### config.mk
export PLATFORM = sky130hd
export DESIGN_NAME = cpu
export DESIGN_NICKNAME = d
export VERILOG_FILES = /design/src/source/isa_pkg.sv /design/src/source/bus_pkg.sv /design/src/source/instruction_fetch_unit.sv /design/src/source/decoder.sv /design/src/source/control_unit.sv /design/src/source/alu.sv /design/src/source/register_file.sv /design/src/source/data_access_unit.sv /design/src/source/cpu.sv
export VERILOG_INCLUDE_DIRS = /design/src /design/src/include
export SDC_FILE = /design/constraint.sdc
export NUM_CORES = 2
export LEC_CHECK = 0
export ABC_AREA = 1
export BUFFER_PORTS_ARGS = -buffer_cell sky130_fd_sc_hd__buf_2
export CAP_MARGIN = 20
export CELL_PAD_IN_SITES_DETAIL_PLACEMENT = 0
export CELL_PAD_IN_SITES_GLOBAL_PLACEMENT = 1
export CORE_AREA = 2 2 497 499
export CTS_CLUSTER_DIAMETER = 150
export DETAILED_ROUTE_END_ITERATION = 10
export DIE_AREA = 0 0 499 501
export GPL_ROUTABILITY_DRIVEN = 0
export PLACE_DENSITY = 0.61
export SLEW_MARGIN = 25
export SYNTH_ARGS = -nofsm -noshare
export SYNTH_HDL_FRONTEND = slang
export SYNTH_SLANG_ARGS = --single-unit
### constraint.sdc
create_clock -name clk -period 9.27 [get_ports clk]
set_input_delay 0 -clock clk [delete_from_list [all_inputs] [get_ports clk]]
set_output_delay 0 -clock clk [all_outputs]
set_load 0.05 [all_outputs]
### src/include/cpu_cfg.svh
`ifndef CPU_CFG_SVH
`define CPU_CFG_SVH

// address of the first instruction fetched after reset.
`define CPU_RESET_PC 32'h0000_0000

// number of architectural integer registers.
`define CPU_REG_COUNT 32

`define CPU_ADDR_WIDTH 32

`endif

### src/source/isa_pkg.sv
package isa_pkg;

  // major opcodes of the supported RV32I subset.
  typedef enum logic [6:0] {
    OP_LUI    = 7'b0110111,
    OP_AUIPC  = 7'b0010111,
    OP_JAL    = 7'b1101111,
    OP_JALR   = 7'b1100111,
    OP_BRANCH = 7'b1100011,
    OP_LOAD   = 7'b0000011,
    OP_STORE  = 7'b0100011,
    OP_IMM    = 7'b0010011,
    OP_REG    = 7'b0110011
  } opcode_t;

  typedef enum logic [3:0] {
    ALU_ADD, ALU_SUB, ALU_SLL, ALU_SLT, ALU_SLTU, ALU_XOR,
    ALU_SRL, ALU_SRA, ALU_OR, ALU_AND, ALU_PASS_B
  } alu_mode_t;

  typedef enum logic {ALU_A_REG, ALU_A_PC} alu_a_sel_t;
  typedef enum logic {ALU_B_REG, ALU_B_IMM} alu_b_sel_t;
  typedef enum logic [1:0] {RD_ALU, RD_MEM, RD_NEXT_PC} rd_sel_t;

  typedef struct packed {
    opcode_t     opcode;
    logic [4:0]  rd;
    logic [4:0]  rs1;
    logic [4:0]  rs2;
    logic [2:0]  f3;
    logic [6:0]  f7;
    logic [31:0] imm;
  } decoded_t;

  typedef struct packed {
    alu_a_sel_t alu_a_sel;
    alu_b_sel_t alu_b_sel;
    rd_sel_t    rd_sel;
    alu_mode_t  alu_mode;
    logic       rd_we;
    logic       branch;
    logic       invert_compare; // taken when the compare result is zero.
    logic       load_pc;
    logic       step_pc;
  } control_t;

endpackage

### src/source/bus_pkg.sv
`include "cpu_cfg.svh"

package bus_pkg;

  typedef struct packed {
    logic                       read;
    logic [`CPU_ADDR_WIDTH-1:0] address;
  } avalon_read_req_t;

  typedef struct packed {
    logic                       read;
    logic                       write;
    logic [`CPU_ADDR_WIDTH-1:0] address;
    logic [31:0]                writedata;
    logic [3:0]                 byteenable;
  } avalon_rw_req_t;

  // shared by both ports; the instruction port never writes.
  typedef struct packed {
    logic        waitrequest;
    logic [31:0] readdata;
  } avalon_rsp_t;

endpackage

### src/source/instruction_fetch_unit.sv
`timescale 1ns/1ps

module instruction_fetch_unit
  import bus_pkg::*;
(
  input  logic             clk,
  input  logic             rst,
  input  logic [31:0]      pc,
  input  logic             fetch_start,
  output avalon_read_req_t req,
  input  avalon_rsp_t      rsp,
  output logic             done,
  output logic [31:0]      ir
);
  logic        read_q;
  logic [31:0] address_q;

  // the read completes in the first cycle without waitrequest.
  assign done = read_q & ~rsp.waitrequest;
  assign req  = '{read: read_q, address: address_q};

  always_ff @(posedge clk or negedge rst) begin
    if (!rst) begin
      read_q <= 1'b0;
    end else if (fetch_start) begin
      read_q <= 1'b1;
    end else if (done) begin
      read_q <= 1'b0;
    end
  end

  always_ff @(posedge clk) begin
    if (fetch_start) begin
      address_q <= pc;
    end
    if (done) begin
      ir <= rsp.readdata;
    end
  end

endmodule

### src/source/decoder.sv
`timescale 1ns/1ps

module decoder
  import isa_pkg::*;
(
  input  logic [31:0] ir,
  output decoded_t    dec
);
  logic [31:0] imm_i;
  logic [31:0] imm_s;
  logic [31:0] imm_b;
  logic [31:0] imm_u;
  logic [31:0] imm_j;

  assign imm_i = {{20{ir[31]}}, ir[31:20]};
  assign imm_s = {{20{ir[31]}}, ir[31:25], ir[11:7]};
  assign imm_b = {{19{ir[31]}}, ir[31], ir[7], ir[30:25], ir[11:8], 1'b0};
  assign imm_u = {ir[31:12], 12'b0};
  assign imm_j = {{11{ir[31]}}, ir[31], ir[19:12], ir[20], ir[30:21], 1'b0};

  always_comb begin
    dec.opcode = opcode_t'(ir[6:0]); // unknown opcodes pass through and retire as no-ops.
    dec.rd     = ir[11:7];
    dec.f3     = ir[14:12];
    dec.rs1    = ir[19:15];
    dec.rs2    = ir[24:20];
    dec.f7     = ir[31:25];

    case (dec.opcode)
      OP_STORE: begin
        dec.imm = imm_s;
      end
      OP_BRANCH: begin
        dec.imm = imm_b;
      end
      OP_LUI, OP_AUIPC: begin
        dec.imm = imm_u;
      end
      OP_JAL: begin
        dec.imm = imm_j;
      end
      default: begin
        dec.imm = imm_i; // loads, jalr and register-immediate operations.
      end
    endcase
  end

endmodule

### src/source/control_unit.sv
`timescale 1ns/1ps

module control_unit
  import isa_pkg::*;
(
  input  logic     clk,
  input  logic     rst,
  input  decoded_t dec,
  input  logic     debug_wait,
  input  logic     fetch_done,
  input  logic     mem_done,
  output logic     fetch_start,
  output logic     mem_start,
  output logic     mem_write,
  output control_t ctrl
);
  typedef enum logic [2:0] {FETCH, WAIT_FETCH, EXECUTE, MEM, WRITEBACK} state_t;

  state_t   state;
  state_t   state_next;
  control_t base;
  logic     writes_rd;
  logic     is_jump;
  logic     is_mem;

  // datapath selects depend only on the instruction; the enables depend on the state.
  always_comb begin
    base      = '0;
    writes_rd = 1'b0;
    is_jump   = 1'b0;
    is_mem    = 1'b0;
    case (dec.opcode)
      OP_LUI: begin
        base.alu_b_sel = ALU_B_IMM;
        base.alu_mode  = ALU_PASS_B;
        writes_rd      = 1'b1;
      end
      OP_AUIPC, OP_JAL: begin
        base.alu_a_sel = ALU_A_PC;
        base.alu_b_sel = ALU_B_IMM;
        base.rd_sel    = (dec.opcode == OP_JAL) ? RD_NEXT_PC : RD_ALU;
        writes_rd      = 1'b1;
        is_jump        = (dec.opcode == OP_JAL);
      end
      OP_JALR: begin
        base.alu_b_sel = ALU_B_IMM;
        base.rd_sel    = RD_NEXT_PC;
        writes_rd      = 1'b1;
        is_jump        = 1'b1;
      end
      OP_BRANCH: begin
        base.branch         = 1'b1;
        base.invert_compare = dec.f3[0] ^ ~dec.f3[2];
        case (dec.f3[2:1])
          2'b10:   base.alu_mode = ALU_SLT;
          2'b11:   base.alu_mode = ALU_SLTU;
          default: base.alu_mode = ALU_SUB;
        endcase
      end
      OP_LOAD, OP_STORE: begin
        base.alu_b_sel = ALU_B_IMM;
        base.rd_sel    = RD_MEM;
        writes_rd      = (dec.opcode == OP_LOAD);
        is_mem         = 1'b1;
      end
      OP_IMM, OP_REG: begin
        base.alu_b_sel = (dec.opcode == OP_IMM) ? ALU_B_IMM : ALU_B_REG;
        writes_rd      = 1'b1;
        case (dec.f3)
          3'b000:  base.alu_mode = (dec.opcode == OP_REG && dec.f7[5]) ? ALU_SUB : ALU_ADD;
          3'b001:  base.alu_mode = ALU_SLL;
          3'b010:  base.alu_mode = ALU_SLT;
          3'b011:  base.alu_mode = ALU_SLTU;
          3'b100:  base.alu_mode = ALU_XOR;
          3'b101:  base.alu_mode = dec.f7[5] ? ALU_SRA : ALU_SRL;
          3'b110:  base.alu_mode = ALU_OR;
          default: base.alu_mode = ALU_AND;
        endcase
      end
      default: ;
    endcase
  end

  always_comb begin
    state_next  = state;
    fetch_start = 1'b0;
    mem_start   = 1'b0;
    ctrl        = base;
    case (state)
      FETCH: if (!debug_wait) begin
        fetch_start = 1'b1;
        state_next  = WAIT_FETCH;
      end
      WAIT_FETCH: if (fetch_done) state_next = EXECUTE;
      EXECUTE: begin
        if (is_mem) begin
          mem_start  = 1'b1;
          state_next = MEM;
        end else begin
          ctrl.rd_we   = writes_rd;
          ctrl.load_pc = is_jump;
          ctrl.step_pc = ~is_jump;
          state_next   = FETCH;
        end
      end
      MEM: if (mem_done) state_next = WRITEBACK;
      default: begin
        ctrl.rd_we   = writes_rd; // load data is latched by now.
        ctrl.step_pc = 1'b1;
        state_next   = FETCH;
      end
    endcase
  end

  assign mem_write = (dec.opcode == OP_STORE);

  always_ff @(posedge clk or negedge rst) begin
    if (!rst) state <= FETCH;
    else      state <= state_next;
  end

endmodule

### src/source/alu.sv
`timescale 1ns/1ps

module alu
  import isa_pkg::*;
(
  input  logic [31:0] a,
  input  logic [31:0] b,
  input  alu_mode_t   mode,
  output logic [31:0] y
);
  logic [4:0] shamt;

  assign shamt = b[4:0];

  always_comb begin
    case (mode)
      ALU_ADD:    y = a + b;
      ALU_SUB:    y = a - b;
      ALU_SLL:    y = a << shamt;
      ALU_SLT:    y = {31'b0, $signed(a) < $signed(b)};
      ALU_SLTU:   y = {31'b0, a < b};
      ALU_XOR:    y = a ^ b;
      ALU_SRL:    y = a >> shamt;
      ALU_SRA:    y = $signed(a) >>> shamt;
      ALU_OR:     y = a | b;
      ALU_AND:    y = a & b;
      ALU_PASS_B: y = b;
      default:    y = '0;
    endcase
  end

endmodule

### src/source/register_file.sv
`timescale 1ns/1ps
`include "cpu_cfg.svh"

module register_file (
  input  logic        clk,
  input  logic        rst,
  input  logic [4:0]  rs1,
  input  logic [4:0]  rs2,
  input  logic [4:0]  rd,
  input  logic [31:0] rd_data,
  input  logic        rd_we,
  output logic [31:0] rs1_data,
  output logic [31:0] rs2_data,
  output logic [31:0] regs [`CPU_REG_COUNT]
);
  // x0 is never written, so it reads as zero after reset.
  assign rs1_data = regs[rs1];
  assign rs2_data = regs[rs2];

  always_ff @(posedge clk or negedge rst) begin
    if (!rst) begin
      for (int i = 0; i < `CPU_REG_COUNT; i++) begin
        regs[i] <= '0;
      end
    end else if (rd_we && rd != 5'd0) begin
      regs[rd] <= rd_data;
    end
  end

endmodule

### src/source/data_access_unit.sv
`timescale 1ns/1ps

module data_access_unit
  import bus_pkg::*;
(
  input  logic           clk,
  input  logic           rst,
  input  logic           mem_start,
  input  logic           mem_write,
  input  logic [31:0]    address,
  input  logic [31:0]    store_data,
  output avalon_rw_req_t req,
  input  avalon_rsp_t    rsp,
  output logic           done,
  output logic [31:0]    load_data
);
  logic        read_q;
  logic        write_q;
  logic [31:0] address_q;
  logic [31:0] wdata_q;

  assign done = (read_q | write_q) & ~rsp.waitrequest;
  assign req  = '{read: read_q, write: write_q, address: address_q,
                  writedata: wdata_q, byteenable: 4'hf}; // word accesses only.

  always_ff @(posedge clk or negedge rst) begin
    if (!rst) begin
      read_q  <= 1'b0;
      write_q <= 1'b0;
    end else if (mem_start) begin
      read_q  <= ~mem_write;
      write_q <= mem_write;
    end else if (done) begin
      read_q  <= 1'b0;
      write_q <= 1'b0;
    end
  end

  always_ff @(posedge clk) begin
    if (mem_start) begin
      address_q <= address;
      wdata_q   <= store_data;
    end
    if (done && read_q) load_data <= rsp.readdata; // held for the writeback cycle.
  end

endmodule

### src/source/cpu.sv
`timescale 1ns/1ps
`include "cpu_cfg.svh"

module cpu
  import isa_pkg::*;
  import bus_pkg::*;
(
  input  logic             clk,
  input  logic             rst,
  output avalon_read_req_t imem_req,
  input  avalon_rsp_t      imem_rsp,
  output avalon_rw_req_t   dmem_req,
  input  avalon_rsp_t      dmem_rsp,
  input  logic             debug_wait,
  output logic [31:0]      debug_pc,
  output logic [31:0]      debug_instruction,
  output logic [31:0]      debug_registers [`CPU_REG_COUNT]
);
  logic [31:0] pc;         // address of the next fetch.
  logic [31:0] current_pc; // address of the instruction in ir.
  logic [31:0] ir;
  decoded_t    dec;
  control_t    ctrl;
  logic        fetch_start, fetch_done;
  logic        mem_start, mem_write, mem_done;
  logic [31:0] rs1_data, rs2_data, rd_data;
  logic [31:0] alu_a, alu_b, alu_y;
  logic [31:0] load_data;
  logic [31:0] link_pc, branch_target;
  logic        take_branch;

  instruction_fetch_unit ifu (.clk(clk), .rst(rst), .pc(pc), .fetch_start(fetch_start),
    .req(imem_req), .rsp(imem_rsp), .done(fetch_done), .ir(ir));

  decoder dcd (.ir(ir), .dec(dec));

  control_unit cu (.clk(clk), .rst(rst), .dec(dec), .debug_wait(debug_wait),
    .fetch_done(fetch_done), .mem_done(mem_done), .fetch_start(fetch_start),
    .mem_start(mem_start), .mem_write(mem_write), .ctrl(ctrl));

  register_file rf (.clk(clk), .rst(rst), .rs1(dec.rs1), .rs2(dec.rs2), .rd(dec.rd),
    .rd_data(rd_data), .rd_we(ctrl.rd_we), .rs1_data(rs1_data), .rs2_data(rs2_data),
    .regs(debug_registers));

  assign alu_a = (ctrl.alu_a_sel == ALU_A_PC) ? current_pc : rs1_data;
  assign alu_b = (ctrl.alu_b_sel == ALU_B_IMM) ? dec.imm : rs2_data;

  alu alu_i (.a(alu_a), .b(alu_b), .mode(ctrl.alu_mode), .y(alu_y));

  data_access_unit dau (.clk(clk), .rst(rst), .mem_start(mem_start), .mem_write(mem_write),
    .address(alu_y), .store_data(rs2_data), .req(dmem_req), .rsp(dmem_rsp),
    .done(mem_done), .load_data(load_data));

  assign link_pc       = current_pc + 32'd4;
  assign branch_target = current_pc + dec.imm;
  assign take_branch   = ctrl.branch & ((alu_y != 32'd0) ^ ctrl.invert_compare);

  always_comb begin
    case (ctrl.rd_sel)
      RD_MEM:     rd_data = load_data;
      RD_NEXT_PC: rd_data = link_pc;
      default:    rd_data = alu_y;
    endcase
  end

  always_ff @(posedge clk or negedge rst) begin
    if (!rst) begin
      pc         <= `CPU_RESET_PC;
      current_pc <= `CPU_RESET_PC;
    end else begin
      if (ctrl.load_pc)      pc <= {alu_y[31:1], 1'b0};
      else if (ctrl.step_pc) pc <= take_branch ? branch_target : link_pc;
      if (fetch_done) current_pc <= pc;
    end
  end

  assign debug_pc          = current_pc;
  assign debug_instruction = ir;

endmodule

Word level (Yosys, flattened, before mapping)
Cells that the tools add are included.
Storage, ports and cells
  register bits after elaboration: 1254
  latch bits: 0
  bits in writable memories: 0
  bits in read-only memories: 0
  bits of input ports: 69
  output and inout bits: 1191
  word-level logic and storage cells: 178
  memories: 0
Operators by class
  $add $sub $neg: 4
  multiply operators: 0
  div/mod/pow operators: 0
  magnitude comparators: 6
  eq/ne operators: 35
  shifts and indexed selects: 3
  multiplexer cells: 50
  bitwise logic cells: 17
  reductions and logical operators: 20
Operators by type and width (number)
  bitwise mux 1024 bit: 1
  one-hot mux 32 bit (11 select lines): 1
  binary-select mux 32 bit (select 5 bit): 2
  two-way mux 32 bit: 10
  demux 32 bit (select 5 bit): 1
  one-hot mux 31 bit (4 select lines): 1
  adder 32 bit: 2
  less-than comparator 32 bit: 2
  one-hot mux 32 bit (2 select lines): 1
  adder 32 x 3 -> 32 bit (second input constant): 1
  bitwise AND 32 bit: 1
  bitwise OR 32 bit: 1
  nonzero test 32 bit: 1
  << shifter 32 x 5 -> 32 bit: 1
  right shift 32 x 5 -> 32 bit: 1
  >>> shifter 32 x 5 -> 32 bit: 1
  subtractor 32 bit: 1
  XOR 32 bit: 1
  one-hot mux 4 bit (7 select lines): 1
  == test 7 x 6 -> 1 bit (second input constant): 3
  == test 7 bit (second input constant): 3
  >= comparator 6 bit (second input constant): 3
  inverter 5 -> 6 bit: 3
  == test 4 x 3 -> 1 bit (second input constant): 4
  34 further kinds: 88

Logic depth before layout (Yosys ltp)
  word-level depth: 13
  gate-level depth with buffers: 47
  gate-level depth less buffers: 42

Modules after synthesis
A second synthesis with hierarchy kept.
Unflattened totals
  cell total of the unflattened synthesis: 12194
  area, all modules: 80921.4 um^2
Modules (own cells, without submodules)
  register_file: times used 1, cells each 8275, area an instance 56758.2 um^2
  alu: times used 1, cells each 2218, area an instance 10375.0 um^2
  cpu: times used 1, cells each 1268, area an instance 7419.6 um^2
  data_access_unit: times used 1, cells each 118, area an instance 3031.7 um^2
  instruction_fetch_unit: times used 1, cells each 71, area an instance 1975.6 um^2
  decoder: times used 1, cells each 141, area an instance 850.8 um^2
  control_unit: times used 1, cells each 103, area an instance 510.5 um^2

Worst setup path after synthesis
Ideal clock, no wire load.
  path type: register -> register
  start point: register ifu.ir[20]
  end point: register pc[8]
  library setup time: 0.116 ns
  arrival time: 6.005 ns
  data required time: 9.154 ns
  path slack: 3.149 ns
  cell stages (with the launch flop): 47
  path buffers: 8
  path through: edfxtp_1 > buf_4 > buf_4 > buf_2 > clkbuf_1 > clkbuf_1 > clkbuf_1 > buf_1 > nor2_1 > o22ai_1 > nand2_1 > nand3_1 > nand3_1 > nand2_1 > nand2_1 > o21ai_0 > ha_1 > inv_1 > [... 11 more ...] > nand2_1 > nand3_1 > nand2_1 > nor2_1 > nand2_1 > inv_2 > nand2_1 > nor2_1 > nand2_1 > nor2_2 > nand2_1 > nand2_2 > nand3_4 > buf_4 > nand2_1 > nand3_1 > nand2_1 > nand2_1
On the way
  word-level cells in the longest chain between the ends: 13
RTL lines
  start: declaration: RTL line instruction_fetch_unit.sv:13  | output logic [31:0] ir
  start signal: assignment: RTL line instruction_fetch_unit.sv:37  | ir <= rsp.readdata;
  inverter 5 -> 6 bit (not written as such) (*): RTL line register_file.sv:18  | assign rs2_data = regs[rs2];
  binary-select mux 32 bit (select 5 bit) (*): RTL line register_file.sv:18
  two-way mux 32 bit (not written as such) (*) (2 in a row): RTL line register_file.sv:18
  named net dau.store_data[5]: RTL line data_access_unit.sv:11  | input logic [31:0] store_data,
  two-way mux 32 bit (*): RTL line cpu.sv:46  | assign alu_b = (ctrl.alu_b_sel == ALU_B_IMM) ? dec.imm : rs2_data;
  subtractor 32 bit or adder 32 bit (tied branches): RTL line alu.sv:18, alu.sv:17
  one-hot mux 32 bit (11 select lines) (*): RTL line alu.sv:16  | case (mode)
  named net alu_i.y[28]: RTL line alu.sv:9  | output logic [31:0] y
  nonzero test 32 bit (*): RTL line cpu.sv:56  | assign take_branch = ctrl.branch & ((alu_y != 32'd0) ^ ctrl.invert_compare);
  XOR 1 bit (*): RTL line cpu.sv:56
  bitwise AND 1 bit (*): RTL line cpu.sv:56
  two-way mux 32 bit (*) (2 in a row): RTL line cpu.sv:72  | else if (ctrl.step_pc) pc <= take_branch ? branch_target : link_pc;
  two-way mux 32 bit (*): RTL line cpu.sv:71  | if (ctrl.load_pc) pc <= {alu_y[31:1], 1'b0};
  end signal: assignment: RTL line cpu.sv:68  | pc <= `CPU_RESET_PC;
  end signal: assignment: RTL line cpu.sv:71
  end signal: assignment: RTL line cpu.sv:72
  end: declaration: RTL line cpu.sv:19  | logic [31:0] pc;
The timed path passes the listed nets; every way through them passes the cells marked *. The select of a mux whose other input is x is not followed.
A chain may end at the register's enable or synchronous reset.

Final worst setup path
  start point: register ifu.ir[20]
  end point: register pc[30]
On the way
  word-level cells in the longest chain between the ends: 13
RTL lines
  inverter 5 -> 6 bit (not written as such): RTL line register_file.sv:18
  binary-select mux 32 bit (select 5 bit): RTL line register_file.sv:18
  two-way mux 32 bit (not written as such) (2 in a row): RTL line register_file.sv:18
  two-way mux 32 bit: RTL line cpu.sv:46
  subtractor 32 bit, or another cell as far along: RTL line alu.sv:18  | ALU_SUB: y = a - b;
  one-hot mux 32 bit (11 select lines): RTL line alu.sv:16
  nonzero test 32 bit: RTL line cpu.sv:56
  XOR 1 bit: RTL line cpu.sv:56
  bitwise AND 1 bit: RTL line cpu.sv:56
  two-way mux 32 bit (2 in a row): RTL line cpu.sv:72
  two-way mux 32 bit (*): RTL line cpu.sv:71
Every way passes the cells marked *; elsewhere a longest branch is shown, timed or not. The select of a mux whose other input is x is not followed.

==> summary.txt <==
Outcome
  • Status: finished clean

Drt
  • Vias: 89,500
  • Final WL: 507,000 µm
  • Routed WL per cell: 33.5 µm
  • Vias per cell: 5.91
  • Drt drc: 0
  • Antenna viol nets, final: 0
  • Pre-antenna DRT Iters: 8
  • DR iter-0 viols: 12,400

CTS
  • Clk sink count: 1,254
  • Skew-Pair Late Insertion Delay: 890 ps
  • Clock transition at path regs: 60 ps
  • CTS max path bufs: 3
  • Clk root buf: clkbuf_16
  • CTS HTree Levels: 4
  • Cts bufs inserted: 158
  • CTS tree: yes

Worst setup path
  • Worst R2R Setup Slack: 1180 ps
  • Crit-path max cell delay: 550 ps
  • Crit path top cell by count: nand2_1
  • FF-to-FF path depth: 33
  • Worst EP arrival: 8820 ps
  • CP Class: register to register
  • Critical path's slowest cell: buf_4
  • Crit Reg-Reg Startpoint: ifu.ir[20]
  • RR Endpoint: pc[30]
  • CP required: 10,000 ps
  • Worst setup SP type: register
  • CP max FO: 42
  • CP Capture Type: register

Pwr
  • Leakage power: 43.7 nW
  • Worst vdd ir: 0.000229 V
  • PwrDens: 294 nW/µm²

Yosys
  • EDFF count, synth: 160
  • YS warnings: 0
  • Avg Cell Area, Syn: 7.03 µm²
  • Dominant synthesized flop cell: dfrtp_1
  • Asr flop ratio synth: 0.872
  • Seq/Total Area, Yosys: 0.419
  • Post-Syn Instances: 10,900
  • #FFs+latches synth: 1,254
  • Mapped Area: 76,800 µm²
  • Cell variety after synth: 64

Cells and area
  • Most common cell after layout, fill and taps aside: nand2_1
  • Area Growth Syn to Fin: 20.7%
  • Most frequent cells in the layout: 3,096 x nand2_1, 1,696 x nand3_1, 1,579 x o21ai_0
  • Fillers: 25,900
  • Final #Nets: 12,000
  • Layout cells sized above 1: 0.156
  • Final Instance Area: 92,800 µm²

Global routing
  • Largest net degree at the start of global routing: 157
  • Total Routing Usage GR: 0.392
  • Vias in the first global route: 82,900
  • First-pass GRT wire length: 694,000 µm
  • Antenna violations before repair: 30
  • Total global routing overflow: 0

Placed design
  • Detail Placement HPWL: 359,000 µm
  • Area after DPL: 85,800 µm²
  • # port buffers: 1,255

Floorplanning
  • Chip width: 499 µm
  • Die height: 501 µm
  • Num rows: 182
  • Core area: 245,000 µm²
  • Die Area: 250,000 µm²
  • Ports: 1,260
  • Initial core utilization: 0.314

Worst hold path
  • Hold Path Class: input port to register
  • Hold path cells: 2
  • Hold EP: ifu.ir[21]
  • Hold Startpoint: imem_rsp[21]

STA
  • Relative slew slack: 0.206
  • Final clock period utilization by the worst path: 0.873
  • Setup Skew: 48.2 ps
  • Final worst path period need: 8090 ps
  • Setup TNS: 0 ps
  • Setup violators final: 0
  • Fmax: 0.124 GHz
  • RSZ-0062 raised after global routing: false
  • Worst slew pin tran: 1190 ps
  • Final hold violations: 0
  • Slew Viols, Final: 0

Flow run
  • Max Cap Viol: 0
per-stage QoR:
step | setup slack (ps) | std cells | utilization | hold WS (ps) | total power, mW
after CTS | 1480 | 15100 | 0.379 | 37.3 | 27.0
final | 1180 | 15100 | 0.379 | 74.4 | 27.3
after global routing | 789 | 15100 | 0.379 | 43.3 | 28.3
after global placement | 1460 | 14700 | 0.350 | 93.4 | 20.1
after floorplan | 3150 | 10900 | - | -296 | 14.5
after detailed placement | 1510 | 14700 | 0.351 | 93.3 | 20.3
routing by layer:
| metal | part of all wire | up-vias | track usage |
|---|---|---|---|
| li1 | - | 38500 | - |
| met4 | 0.085 | 10 | 0.283 |
| met2 | 0.42 | 5988 | 0.576 |
| met3 | 0.11 | 1201 | 0.113 |
| met1 | 0.38 | 43800 | 0.491 |
| met5 | 0.00014 | - | 0 |
where the power goes:
group	internal, mW	switching [mW]
clock network	3.82	2.78
logic	3.08	10.8
registers	6.13	0.703
Yosys cell counts, types with 13 or more instances:
master / instances / area share
inv_1: 462 / 0.023
clkbuf_1: 609 / 0.030
nor2_1: 627 / 0.031
buf_2: 180 / 0.012
ha_1: 134 / 0.022
o221ai_1: 25 / 0.0028
inv_2: 23 / 0.0011
buf_1: 85 / 0.0042
xnor2_1: 15 / 0.0017
o21ai_1: 22 / 0.0014
nand3_1: 1696 / 0.11
nor3_1: 70 / 0.0046
buf_4: 23 / 0.0022
nand4_1: 56 / 0.0046
clkinv_1: 35 / 0.0017
edfxtp_1: 160 / 0.063
o211ai_1: 81 / 0.0079
or2_2: 15 / 0.0012
dfrtp_1: 1094 / 0.36
nand2_1: 3097 / 0.15
o22ai_1: 132 / 0.011
nand2_2: 13 / 0.0011
xor2_1: 48 / 0.0055
a21oi_1: 455 / 0.030
o21ai_0: 1611 / 0.10
cells by family after synthesis:
group | Yosys count | share of synthesized area
AOI/OAI and AO/OA | 2434 | 0.169
xor gates and xnor gates | 63 | 0.00718
adders and majority gates | 137 | 0.0226
buffers and inverters | 1421 | 0.0739
DFF | 1254 | 0.419
other | 1 | 0.0000488
and+or+nand+nor | 5618 | 0.309
worst max-delay path by stage:
stage / slack (ps) / endpoint / from
after global routing: 790 / pc[20] / ifu.ir[20]
after detailed placement: 1510 / pc[0] / ifu.ir[20]
after CTS: 1480 / pc[13] / ifu.ir[20]
final: 1180 / pc[30] / ifu.ir[20]
after floorplan: 3150 / pc[8] / ifu.ir[20]
after global placement: 1460 / pc[0] / ifu.ir[20]
worst max-delay path: cells and delay by family (launching register included):
kind / cells / cell delay, ps
DFF: 1 / 450
AOI/OAI and AO/OA: 6 / 1720
adders and majority gates: 1 / 490
and+or+nand+nor: 21 / 3410
buffers and inverters: 5 / 1800
registers in the layout (all words and copies together), names as in the netlist:
signal and flops:
rf.regs 1024, debug_pc 32, dau.load_data 32, ifu.read_q 1
dau.wdata_q 32, ifu.address_q 32, ifu.ir 32, dau.address_q 32
cu.state 3, pc 32, dau.read_q 1, dau.write_q 1
what timing repair did:
action / CTS / global route
resized for setup: 0 / 0
setup buffers: 0 / 0
endpoints found under the hold margin: 541 / 0
hold buffers: 136 / 0
layout make-up:
class / instances / area [µm²] / share of cell area
Timing Repair Buffer: 1588 / 9710 / 0.105
Sequential cell: 1254 / 32200 / 0.347
Clock inverter: 64 / 875 / 0.00943
Multi-Input combinational cell: 8256 / 39300 / 0.424
Clock buffer: 227 / 4570 / 0.0492
Antenna cell: 12 / 30.0 / 0.000324
Inverter: 520 / 2050 / 0.0221
Tap cell: 3220 / 4030 / 0.0434
(Power assumes the default switching activity.)
